<file path="src/logic/mem_pkg.sv">
package mem_pkg;

	// access width requested by the core
	typedef enum logic [1:0] {
		SIZE_BYTE = 2'd0,
		SIZE_HALF = 2'd1,
		SIZE_WORD = 2'd2
	} mem_size_e;

	// connector request FSM
	typedef enum logic [1:0] {
		S_IDLE = 2'd0,	// no bus cycle
		S_BUS  = 2'd1,	// wishbone cycle in flight
		S_HOLD = 2'd2	// read data held for the core
	} conn_state_e;

	typedef logic [31:0] word_t;	// data word
	typedef logic [31:0] addr_t;	// byte address
	typedef logic [29:0] wb_adr_t;	// word address, byte addr [31:2]
	typedef logic [3:0]  byte_sel_t;	// one bit per byte lane

endpackage

</file>
<file path="src/logic/wb_bus_if.sv">
interface wb_bus_if;

	logic               cyc;
	logic               stb;
	logic               we;
	mem_pkg::wb_adr_t   adr;
	mem_pkg::byte_sel_t sel;
	mem_pkg::word_t     dat_w;	// master to slave
	mem_pkg::word_t     dat_r;	// slave to master
	logic               ack;

	modport master (
		output cyc, stb, we, adr, sel, dat_w,
		input  dat_r, ack
	);

	modport slave (
		input  cyc, stb, we, adr, sel, dat_w,
		output dat_r, ack
	);

endinterface

</file>
<file path="src/logic/mem_align.sv">
module mem_align (
	input  logic                en_i,
	input  logic [1:0]          addr_lo_i,
	input  mem_pkg::mem_size_e  size_i,
	input  logic                sign_ext_i,
	input  mem_pkg::word_t      data_w_i,
	input  mem_pkg::word_t      bus_data_i,
	output mem_pkg::byte_sel_t  sel_o,
	output mem_pkg::word_t      data_w_o,
	output mem_pkg::word_t      data_r_o,
	output logic                unalign_o
);

	logic [4:0]     shamt;	// bit offset of the addressed lane
	mem_pkg::word_t bus_shifted;

	assign shamt = {addr_lo_i, 3'b000};
	assign bus_shifted = bus_data_i >> shamt;	// addressed field moved to bit 0

	always_comb begin
		sel_o = '0;
		data_w_o = '0;
		data_r_o = '0;
		unalign_o = 1'b0;
		if (en_i) begin
			case (size_i)
				mem_pkg::SIZE_WORD: begin
					if (addr_lo_i != 2'b00) begin
						unalign_o = 1'b1;
					end else begin
						sel_o = 4'b1111;
						data_w_o = data_w_i;
						data_r_o = bus_data_i;
					end
				end
				mem_pkg::SIZE_HALF: begin
					if (addr_lo_i[0]) begin
						unalign_o = 1'b1;	// odd byte
					end else begin
						sel_o = addr_lo_i[1] ? 4'b1100 : 4'b0011;
						data_w_o = mem_pkg::word_t'(data_w_i[15:0]) << shamt;
						data_r_o = {{16{sign_ext_i & bus_shifted[15]}}, bus_shifted[15:0]};
					end
				end
				mem_pkg::SIZE_BYTE: begin
					sel_o = 4'b0001 << addr_lo_i;
					data_w_o = mem_pkg::word_t'(data_w_i[7:0]) << shamt;
					data_r_o = {{24{sign_ext_i & bus_shifted[7]}}, bus_shifted[7:0]};
				end
				default: begin
					unalign_o = 1'b0;	// unknown size, no lanes
				end
			endcase
		end
	end

endmodule

</file>
<file path="src/logic/wb_cpu_conn.sv">
module wb_cpu_conn (
	input  logic               clk,
	input  logic               rst_n_i,
	input  logic               suspend_i,	// abandon current access
	input  logic               en_r_i,
	input  logic               en_w_i,
	input  mem_pkg::addr_t     addr_i,
	input  mem_pkg::mem_size_e size_i,
	input  logic               sign_ext_i,
	input  mem_pkg::word_t     data_w_i,
	input  logic               lock_i,	// keep result, no repeat access
	output mem_pkg::word_t     data_r_o,
	output logic               stall_o,
	output logic               unalign_o,
	wb_bus_if.master           wb
);

	mem_pkg::conn_state_e state, next_state;
	mem_pkg::byte_sel_t   sel_align;
	mem_pkg::word_t       data_align_w;
	mem_pkg::word_t       data_hold;	// bus read data held for extraction
	logic                 en;
	logic                 req;
	logic                 launch;

	assign en = en_r_i | en_w_i;
	assign req = en & ~unalign_o;
	assign launch = (state == mem_pkg::S_IDLE) && (next_state == mem_pkg::S_BUS);

	mem_align align0 (
		.en_i       (en),
		.addr_lo_i  (addr_i[1:0]),
		.size_i     (size_i),
		.sign_ext_i (sign_ext_i),
		.data_w_i   (data_w_i),
		.bus_data_i (data_hold),
		.sel_o      (sel_align),
		.data_w_o   (data_align_w),
		.data_r_o   (data_r_o),
		.unalign_o  (unalign_o)
	);

	always_comb begin
		next_state = state;
		if (suspend_i) begin
			next_state = mem_pkg::S_IDLE;
		end else begin
			case (state)
				mem_pkg::S_IDLE: if (req) next_state = mem_pkg::S_BUS;
				mem_pkg::S_BUS:  if (wb.ack) next_state = mem_pkg::S_HOLD;
				mem_pkg::S_HOLD: if (!lock_i) next_state = mem_pkg::S_IDLE;
				default:         next_state = mem_pkg::S_IDLE;
			endcase
		end
	end

	// high through the ack cycle, low once data sits in the hold register
	assign stall_o = ~suspend_i &
		((state == mem_pkg::S_BUS) || (next_state == mem_pkg::S_BUS));

	always_ff @(posedge clk or negedge rst_n_i) begin
		if (!rst_n_i) begin
			state <= mem_pkg::S_IDLE;
			wb.cyc <= 1'b0;
			wb.stb <= 1'b0;
			wb.we <= 1'b0;
		end else begin
			state <= next_state;
			if (launch) begin
				wb.cyc <= 1'b1;
				wb.stb <= 1'b1;
				wb.we <= en_w_i;
			end else if (next_state != mem_pkg::S_BUS) begin
				wb.cyc <= 1'b0;	// drop after ack or on suspend
				wb.stb <= 1'b0;
				wb.we <= 1'b0;
			end
		end
	end

	// request fields frozen for the whole transfer
	always_ff @(posedge clk) begin
		if (launch) begin
			wb.adr <= addr_i[31:2];
			wb.sel <= sel_align;
			wb.dat_w <= data_align_w;
		end
		if (state == mem_pkg::S_BUS && next_state == mem_pkg::S_HOLD) begin
			data_hold <= wb.dat_r;
		end
	end

endmodule

</file>
<file path="src/flat_wrapper.sv">
// flat-port wrapper written by rule: the top's interface ports become plain ports
module wb_cpu_conn_flat 
  (clk, rst_n_i, suspend_i, en_r_i, en_w_i, addr_i, size_i, sign_ext_i, data_w_i, lock_i, data_r_o, stall_o, unalign_o, wb_cyc, wb_stb, wb_we, wb_adr, wb_sel, wb_dat_w, wb_dat_r, wb_ack);
  wb_bus_if wb_i ();
  input  logic clk;
  input  logic rst_n_i;
  input  logic suspend_i;
  input  logic en_r_i;
  input  logic en_w_i;
  input  mem_pkg::addr_t addr_i;
  input  mem_pkg::mem_size_e size_i;
  input  logic sign_ext_i;
  input  mem_pkg::word_t data_w_i;
  input  logic lock_i;
  output mem_pkg::word_t data_r_o;
  output logic stall_o;
  output logic unalign_o;
  output wire logic [$bits(wb_i.cyc)-1:0] wb_cyc;
  output wire logic [$bits(wb_i.stb)-1:0] wb_stb;
  output wire logic [$bits(wb_i.we)-1:0] wb_we;
  output wire logic [$bits(wb_i.adr)-1:0] wb_adr;
  output wire logic [$bits(wb_i.sel)-1:0] wb_sel;
  output wire logic [$bits(wb_i.dat_w)-1:0] wb_dat_w;
  input wire logic [$bits(wb_i.dat_r)-1:0] wb_dat_r;
  input wire logic [$bits(wb_i.ack)-1:0] wb_ack;
  assign wb_cyc = wb_i.cyc;
  assign wb_stb = wb_i.stb;
  assign wb_we = wb_i.we;
  assign wb_adr = wb_i.adr;
  assign wb_sel = wb_i.sel;
  assign wb_dat_w = wb_i.dat_w;
  assign wb_i.dat_r = wb_dat_r;
  assign wb_i.ack = wb_ack;
  wb_cpu_conn u_core (.clk(clk), .rst_n_i(rst_n_i), .suspend_i(suspend_i), .en_r_i(en_r_i), .en_w_i(en_w_i), .addr_i(addr_i), .size_i(size_i), .sign_ext_i(sign_ext_i), .data_w_i(data_w_i), .lock_i(lock_i), .data_r_o(data_r_o), .stall_o(stall_o), .unalign_o(unalign_o), .wb(wb_i));
endmodule
</file>
<file path="config.mk">
export PLATFORM = sky130hd
export DESIGN_NAME = wb_cpu_conn_flat
export DESIGN_NICKNAME = d
export VERILOG_FILES = /design/src/logic/mem_pkg.sv /design/src/logic/wb_bus_if.sv /design/src/logic/mem_align.sv /design/src/logic/wb_cpu_conn.sv /design/src/flat_wrapper.sv
export SDC_FILE = /design/constraint.sdc
export NUM_CORES = 1
export LEC_CHECK = 0
export ABC_AREA = 1
export BUFFER_PORTS_ARGS = -buffer_cell sky130_fd_sc_hd__buf_2
export CORE_UTILIZATION = 30
export DETAILED_ROUTE_END_ITERATION = 8
export PLACE_DENSITY = 0.54
export SYNTH_ARGS = -nofsm -noshare
export SYNTH_HDL_FRONTEND = slang
export SYNTH_SLANG_ARGS = --single-unit
</file>
<file path="constraint.sdc">
create_clock -name clk -period 5 [get_ports clk]
set_input_delay 0 -clock clk [delete_from_list [all_inputs] [get_ports clk]]
set_output_delay 0 -clock clk [all_outputs]
set_load 0.01 [all_outputs]
</file>
# Yosys cells after proc, flatten, opt, wreduce, memory -nomap -nowiden
# Cells that the tools add are included.
[word_totals]
reg_bits = 102
in_bits = 106
wordCells = 55
[op_classes]
eq_ne = 7
n_shift = 4
muxes = 23
bitwise_logic = 7
n_reduce_logical = 7
[ops]
columns = ["operator", "n"]
rows = [
  ["32-bit one-hot mux with 3 select lines", 2],
  ["32-bit two-way mux", 5],
  ["16-bit by 5-bit << shifter with 32-bit output", 1],
  ["8-bit by 5-bit << shifter with 32-bit output", 1],
  ["32-bit by 5-bit right shift with 16-bit output", 1],
  ["4-bit two-way mux", 3],
  ["4-bit one-hot mux with 3 select lines", 1],
  ["2-bit two-way mux", 4],
  ["2-bit by 1-bit == test with 1-bit output, second input constant", 3],
  ["2-bit == test, second input constant", 3],
  ["1-bit two-way mux", 6],
  ["2-bit one-hot mux with 3 select lines", 1],
  ["1-bit AND", 4],
  ["2-bit logical NOT", 2],
  ["2-bit nonzero test", 2],
  ["1-bit by 2-bit << shifter with 4-bit output, first input constant", 1],
  ["1-bit logical AND", 2],
  ["2-bit by 1-bit inequality test with 1-bit output, second input constant", 1],
  ["1-bit inverter", 2],
  ["1-bit one-hot mux with 2 select lines", 1],
  ["1-bit logical OR", 1],
  ["1-bit bitwise OR", 1],
]

# Longest topological paths before layout
[logic_depth]
ltp_word = 12
ltp_mapped = 11
mapped_depth_nobuf = 10

# Cells and area by module
# From an unflattened synthesis, not the netlist that was laid out.
[unflattened]
cells_unflattened = 442
hier_area_um2 = 4687.0
[by_module_without_submodules]
columns = ["module", "n_inst", "cells_per_inst", "area_per_inst_um2", "seq_area_each_um2"]
rows = [
  ["wb_cpu_conn", 1, 133, 3176.8, 3042.9],
  ["mem_align", 1, 309, 1510.2, 0.0],
]

# Worst setup path after synthesis
# No wires, ideal clock.
[synth_path]
path_type = "flip-flop to flip-flop"
start = "register u_core.state[1]"
end = "register u_core.wb.adr[0], enable pin"
setup_time_ns = 0.490
arrival_time_ns = 3.800
setup_slack_ns = 0.709
path_stages_with_launch = 6
path_cell_list = "dfrtp_1 or2_2 inv_1 nand3_1 a21o_1 nor2_1"
[synth_via]
elab_chain_len = 5
elab_cells_between_ends = 10
[synth_lines]
columns = ["element", "line_no", "source"]
rows = [
  ["start: declaration", "wb_cpu_conn.sv:18", "mem_pkg::conn_state_e state, next_state;"],
  ["start signal: assignment", "wb_cpu_conn.sv:63", "state <= mem_pkg::S_IDLE;"],
  ["start signal: assignment", "wb_cpu_conn.sv:68", "state <= next_state;"],
  ["2-bit == test (tied with other cells)", "wb_cpu_conn.sv:48", "case (state)"],
  ["2-bit one-hot mux with 3 select lines", "wb_cpu_conn.sv:48", ""],
  ["2-bit two-way mux", "wb_cpu_conn.sv:45", "if (suspend_i) begin"],
  ["2-bit by 1-bit == test with 1-bit output", "wb_cpu_conn.sv:28", "assign launch = (state == mem_pkg::S_IDLE) && (next_state == mem_pkg::S_BUS);"],
  ["1-bit logical AND (*)", "wb_cpu_conn.sv:28", ""],
  ["via u_core.launch", "wb_cpu_conn.sv:24", "logic launch;"],
  ["end signal: assignment", "wb_cpu_conn.sv:84", "wb.adr <= addr_i[31:2];"],
  ["end: declaration", "wb_bus_if.sv:13", "output cyc, stb, we, adr, sel, dat_w,"],
]
# Mark *: on every way through the listed nets, which the timed path passes. The rest lies on a longest branch.
# A chain may end at the register's enable or synchronous reset.

# Worst setup path after layout
[layout_path]
start = "register u_core.state[1]"
end = "register u_core.wb.adr[14], enable pin"
# Same word-level chain as after synthesis.

==> reports/results.txt <==
The total power per unit cell area was 290 nW/um^2. At the pin with the least slew margin, the transition time is 1.08 ns. In this run the number of H-tree levels came out at 3. The clock arrives with 0.00453 ns of skew. The tools report the count of hold buffers inserted by post-cts repair as 73. The placed instances occupy a cell area of 5960 um^2. After technology mapping, the gate count stands at 446. Together, buffers and inverters on the worst path number 2. The region available for standard cell placement spans 15300 um^2. The count of unique library cells instantiated by Yosys was 34; the highest attainable clock frequency was 373 MHz. The launching point of the worst reg2reg path is u_core.state[1]. The logs give 0 for the number of antenna violations at the first check in global routing and 0.00322 uW for the leakage dissipation. The run gives 0 as the total of endpoints with negative setup slack in the final report. The worst setup path is launched from a register. Most instantiated flip-flop cell in the synthesis netlist: sky130_fd_sc_hd__edfxtp_1. The clock period could shrink to 2.68 ns.

The area of the die was 16300 um^2. The tools report the critical register-to-register path endpoint as u_core.wb.adr[14]. The number of fill cells came out at 1474.

TritonCTS built the clock tree. The post-synthesis cell area came out at 4740 um^2. The largest single stage delay on the critical path is 0.57 ns.

The tools report the number of pins with negative max-slew slack in the final report as 0. The run finished with clean final reports. Synthesis produced a netlist with a net count of 557. The tools report the buffer type at the clock tree root as sky130_fd_sc_hd__clkbuf_16. For the final routed database, the setup TNS stands at 0 ns. The overall fraction of global-route tracks in use was 17.8%; the share of flip-flops with an asynchronous set or reset after synthesis was 3.92%.

The initial detailed-routing violation count is 253, and the number of rows created at floorplan is 45. The count of TritonRoute iterations in the first routing pass is 4. Walking the worst path, the cells encountered are or2_2 > inv_1 > nand3_1 > a21o_1 > nor2_4 > buf_4. For the worst IR drop on VDD, the log shows 0.150 mV. Nature of the critical path endpoint: a register. The remaining antenna violation count came out at 0. The logs give 0 for the number of inserted diodes and 27.8% for the worst slew margin relative to its limit. The run gives 833 as the total number of nets in the final design.

The Yosys step of the flow raised 0 warnings. The highest fanout seen on the critical path was 41. The count of buffers from port buffering came out at 208. The die is 128 um tall. The cell at the slowest stage of the critical path was sky130_fd_sc_hd__buf_4. Compared with the post-synthesis result, the final layout area differs by 47.1%. The clock input transition at the sequential cells of the worst setup and hold paths was 0.07 ns. Counting buffers and inverters, the worst setup path is 6 cells deep. The data arrival time of the critical path was 2.68 ns; the total congestion overflow after global routing was 0. For the worst-skew pair, the clock arrives at the later sink with an insertion delay of 0.36 ns. Counting flops and latches in the post-synthesis netlist gives 102.

The sequential fraction of the synthesis area is 64.2%, and the detail-routed net length per standard cell is 15.4 um. Post-route standard cell area excluding fillers: 6970 um^2. The run gives 2 as the number of buffers between clock root and the deepest sink. The count of flip-flops with a built-in enable after synthesis was 98; the first-pass GRT wire length was 21900 um. The vias per cell was 4.50; the number of vias after detailed routing was 4224.

Routability-driven placement finished with a final weighted congestion of 0.828. The worst setup path is of the reg -> reg kind. The tools report the number of global-route vias before repair as 4316. Gates resized during post-CTS repair numbered 0.

Each instance of the synthesized netlist takes up on average 10.6 um^2. The tool flagged a number of max-cap violations equal to 0. Data on the critical path is required at its endpoint by 5.00 ns. Setup repair after global routing left no endpoint under its margin. For the number of buffers inserted by post-CTS setup repair, the log shows 0. The kind of cell with the highest combined delay on the critical path is simple AND/OR/NAND/NOR gates. The setup check on the worst reg-to-reg path leaves a slack of 2.32 ns. The detailed placer's ending HPWL came out at 10200 um. The class of the tightest hold or removal check was in -> reg. The critical path ends at u_core.wb.adr[14].

The count of endpoints failing hold in the final timing report was 0; the total clock sinks was 102. Counting the buffers created by CTS gives 9. Summed over all layers, the routed wires come to 14500 um.

In the final layout, the share of cells above drive strength 1 is 35.1%. The critical path starts at u_core.state[1]. During I/O placement, the number of pins put on the boundary was 209. Entering global routing, the biggest net connects 42 pins.

The effective utilization at floorplan came out at 31.0%. The run gives 0 as the number of remaining DRC errors. From left edge to right edge, the die measures 128 um. In the finished design, the share of the clock period the worst path needs comes to 53.6%. Counting cells, the worst reg-to-reg path comes to 6.
-- worst min-delay path by stage --
stage	start	to	slack [ns]	depth (start not counted)
after detailed placement	rst_n_i	u_core.wb.cyc	-0.19	1
after global routing	data_w_i[21]	u_core.wb.dat_w[21]	0.01	3
after global placement	rst_n_i	u_core.state[0]	-0.19	1
after CTS	data_w_i[11]	u_core.wb.dat_w[11]	0.003	3
after floorplan	rst_n_i	u_core.state[0]	-0.30	0
final	data_w_i[22]	u_core.wb.dat_w[22]	0.008	3
-- placed cells by master, fill, tap and decap left out, types with 2 or more instances in the layout --
master,count
sky130_fd_sc_hd__o21ai_0,5
sky130_fd_sc_hd__nand3_1,34
sky130_fd_sc_hd__o21a_1,3
sky130_fd_sc_hd__o211ai_1,8
sky130_fd_sc_hd__a21boi_0,3
sky130_fd_sc_hd__nor2_1,27
sky130_fd_sc_hd__nand2_1,114
sky130_fd_sc_hd__or2_2,2
sky130_fd_sc_hd__buf_2,208
sky130_fd_sc_hd__inv_2,8
sky130_fd_sc_hd__clkinvlp_4,2
sky130_fd_sc_hd__dfrtp_1,4
sky130_fd_sc_hd__nor2_4,4
sky130_fd_sc_hd__a21oi_1,27
sky130_fd_sc_hd__clkbuf_16,9
sky130_fd_sc_hd__nand4_1,7
sky130_fd_sc_hd__inv_1,51
sky130_fd_sc_hd__ha_1,5
sky130_fd_sc_hd__buf_4,3
sky130_fd_sc_hd__a22oi_1,8
sky130_fd_sc_hd__edfxtp_1,98
sky130_fd_sc_hd__nor2_2,4
sky130_fd_sc_hd__inv_8,2
sky130_fd_sc_hd__dlygate4sd3_1,73
sky130_fd_sc_hd__nand2_2,3
sky130_fd_sc_hd__nand3_2,3
-- where the power goes --
group | internal [uW] | switching, uW
Sequential | 1000 | 16.6
Combinational | 134 | 182
Clock | 348 | 340
Total | 1480 | 539
-- worst register-to-register path, delay by kind of cell (launching register included) --
kind	cells	cell delay (ns)
flip-flops	1	0.40
AO/OA/AOI/OAI	1	0.23
AND/OR/NAND/NOR	3	1.00
buffers and inverters	2	0.66
-- routing by layer --
metal  GRT usage (%)  share of wire, %  vias up
li1                -                 -     2060
met1            20.7                42     1933
met2            31.6                48      213
met3            4.22               7.9       18
met4            6.99               1.8        0
met5               0                 0        -
-- final cells by class --
class | instances | area [um^2] | area share (%)
flip-flops and latches | 102 | 3040 | 43.6
clock buffers | 10 | 229 | 3.28
well taps | 211 | 264 | 3.79
inverters | 59 | 221 | 3.18
multi-input cells | 266 | 1370 | 19.6
clock inverters | 6 | 55.1 | 0.790
repair buffers | 284 | 1790 | 25.7
-- cells by family (layout without fill, tap and decap cells) --
| group | after synthesis | in the layout | synth area share [%] |
|---|---|---|---|
| AOI/OAI and AO/OA | 60 | 60 | 8.18 |
| adders and majority gates | 5 | 5 | 1.32 |
| buffers and inverters | 78 | 359 | 7.20 |
| DFF | 102 | 102 | 64.2 |
| muxes | 1 | 1 | 0.211 |
| and+or+nand+nor | 200 | 200 | 18.9 |
-- synth_stat cells (all sizes together), types with 2 or more instances --
library cell	count	area [um^2]
a21boi	4	30.0
a21oi	28	151
a22oi	8	60.1
buf	15	105
clkbuf	4	15.0
dfrtp	4	100
edfxtp	98	2940
ha	5	62.6
inv	59	221
nand2	117	447
nand3	37	200
nand4	8	65.1
nor2	35	161
o211ai	8	60.1
o21a	3	22.5
o21ai	7	50.1
or2	2	12.5
-- sequential cells by signal (all words and copies together) (netlist names) --
name,flops
u_core.data_hold,32
u_core.wb.dat_w,32
u_core.wb.adr,30
u_core.wb.sel,4
u_core.state,2
u_core.wb.cyc,1
u_core.wb.we,1
-- per-stage QoR --
stage | cells | worst slack, ns | total power, uW | hold WS [ns] | util (%)
2_1_floorplan | 446 | 0.709 | 1180 | -0.296 | -
3_3_place_gp | 849 | 2.37 | 1310 | -0.193 | 38.9
3_5_place_dp | 849 | 2.30 | 1310 | -0.185 | 38.9
4_1_cts | 938 | 2.29 | 2040 | 0.00326 | 45.5
5_1_grt | 938 | 2.09 | 2110 | 0.0107 | 45.5
6_report | 938 | 2.32 | 2020 | 0.00806 | 45.5
Power figures use the tool's default switching activity.
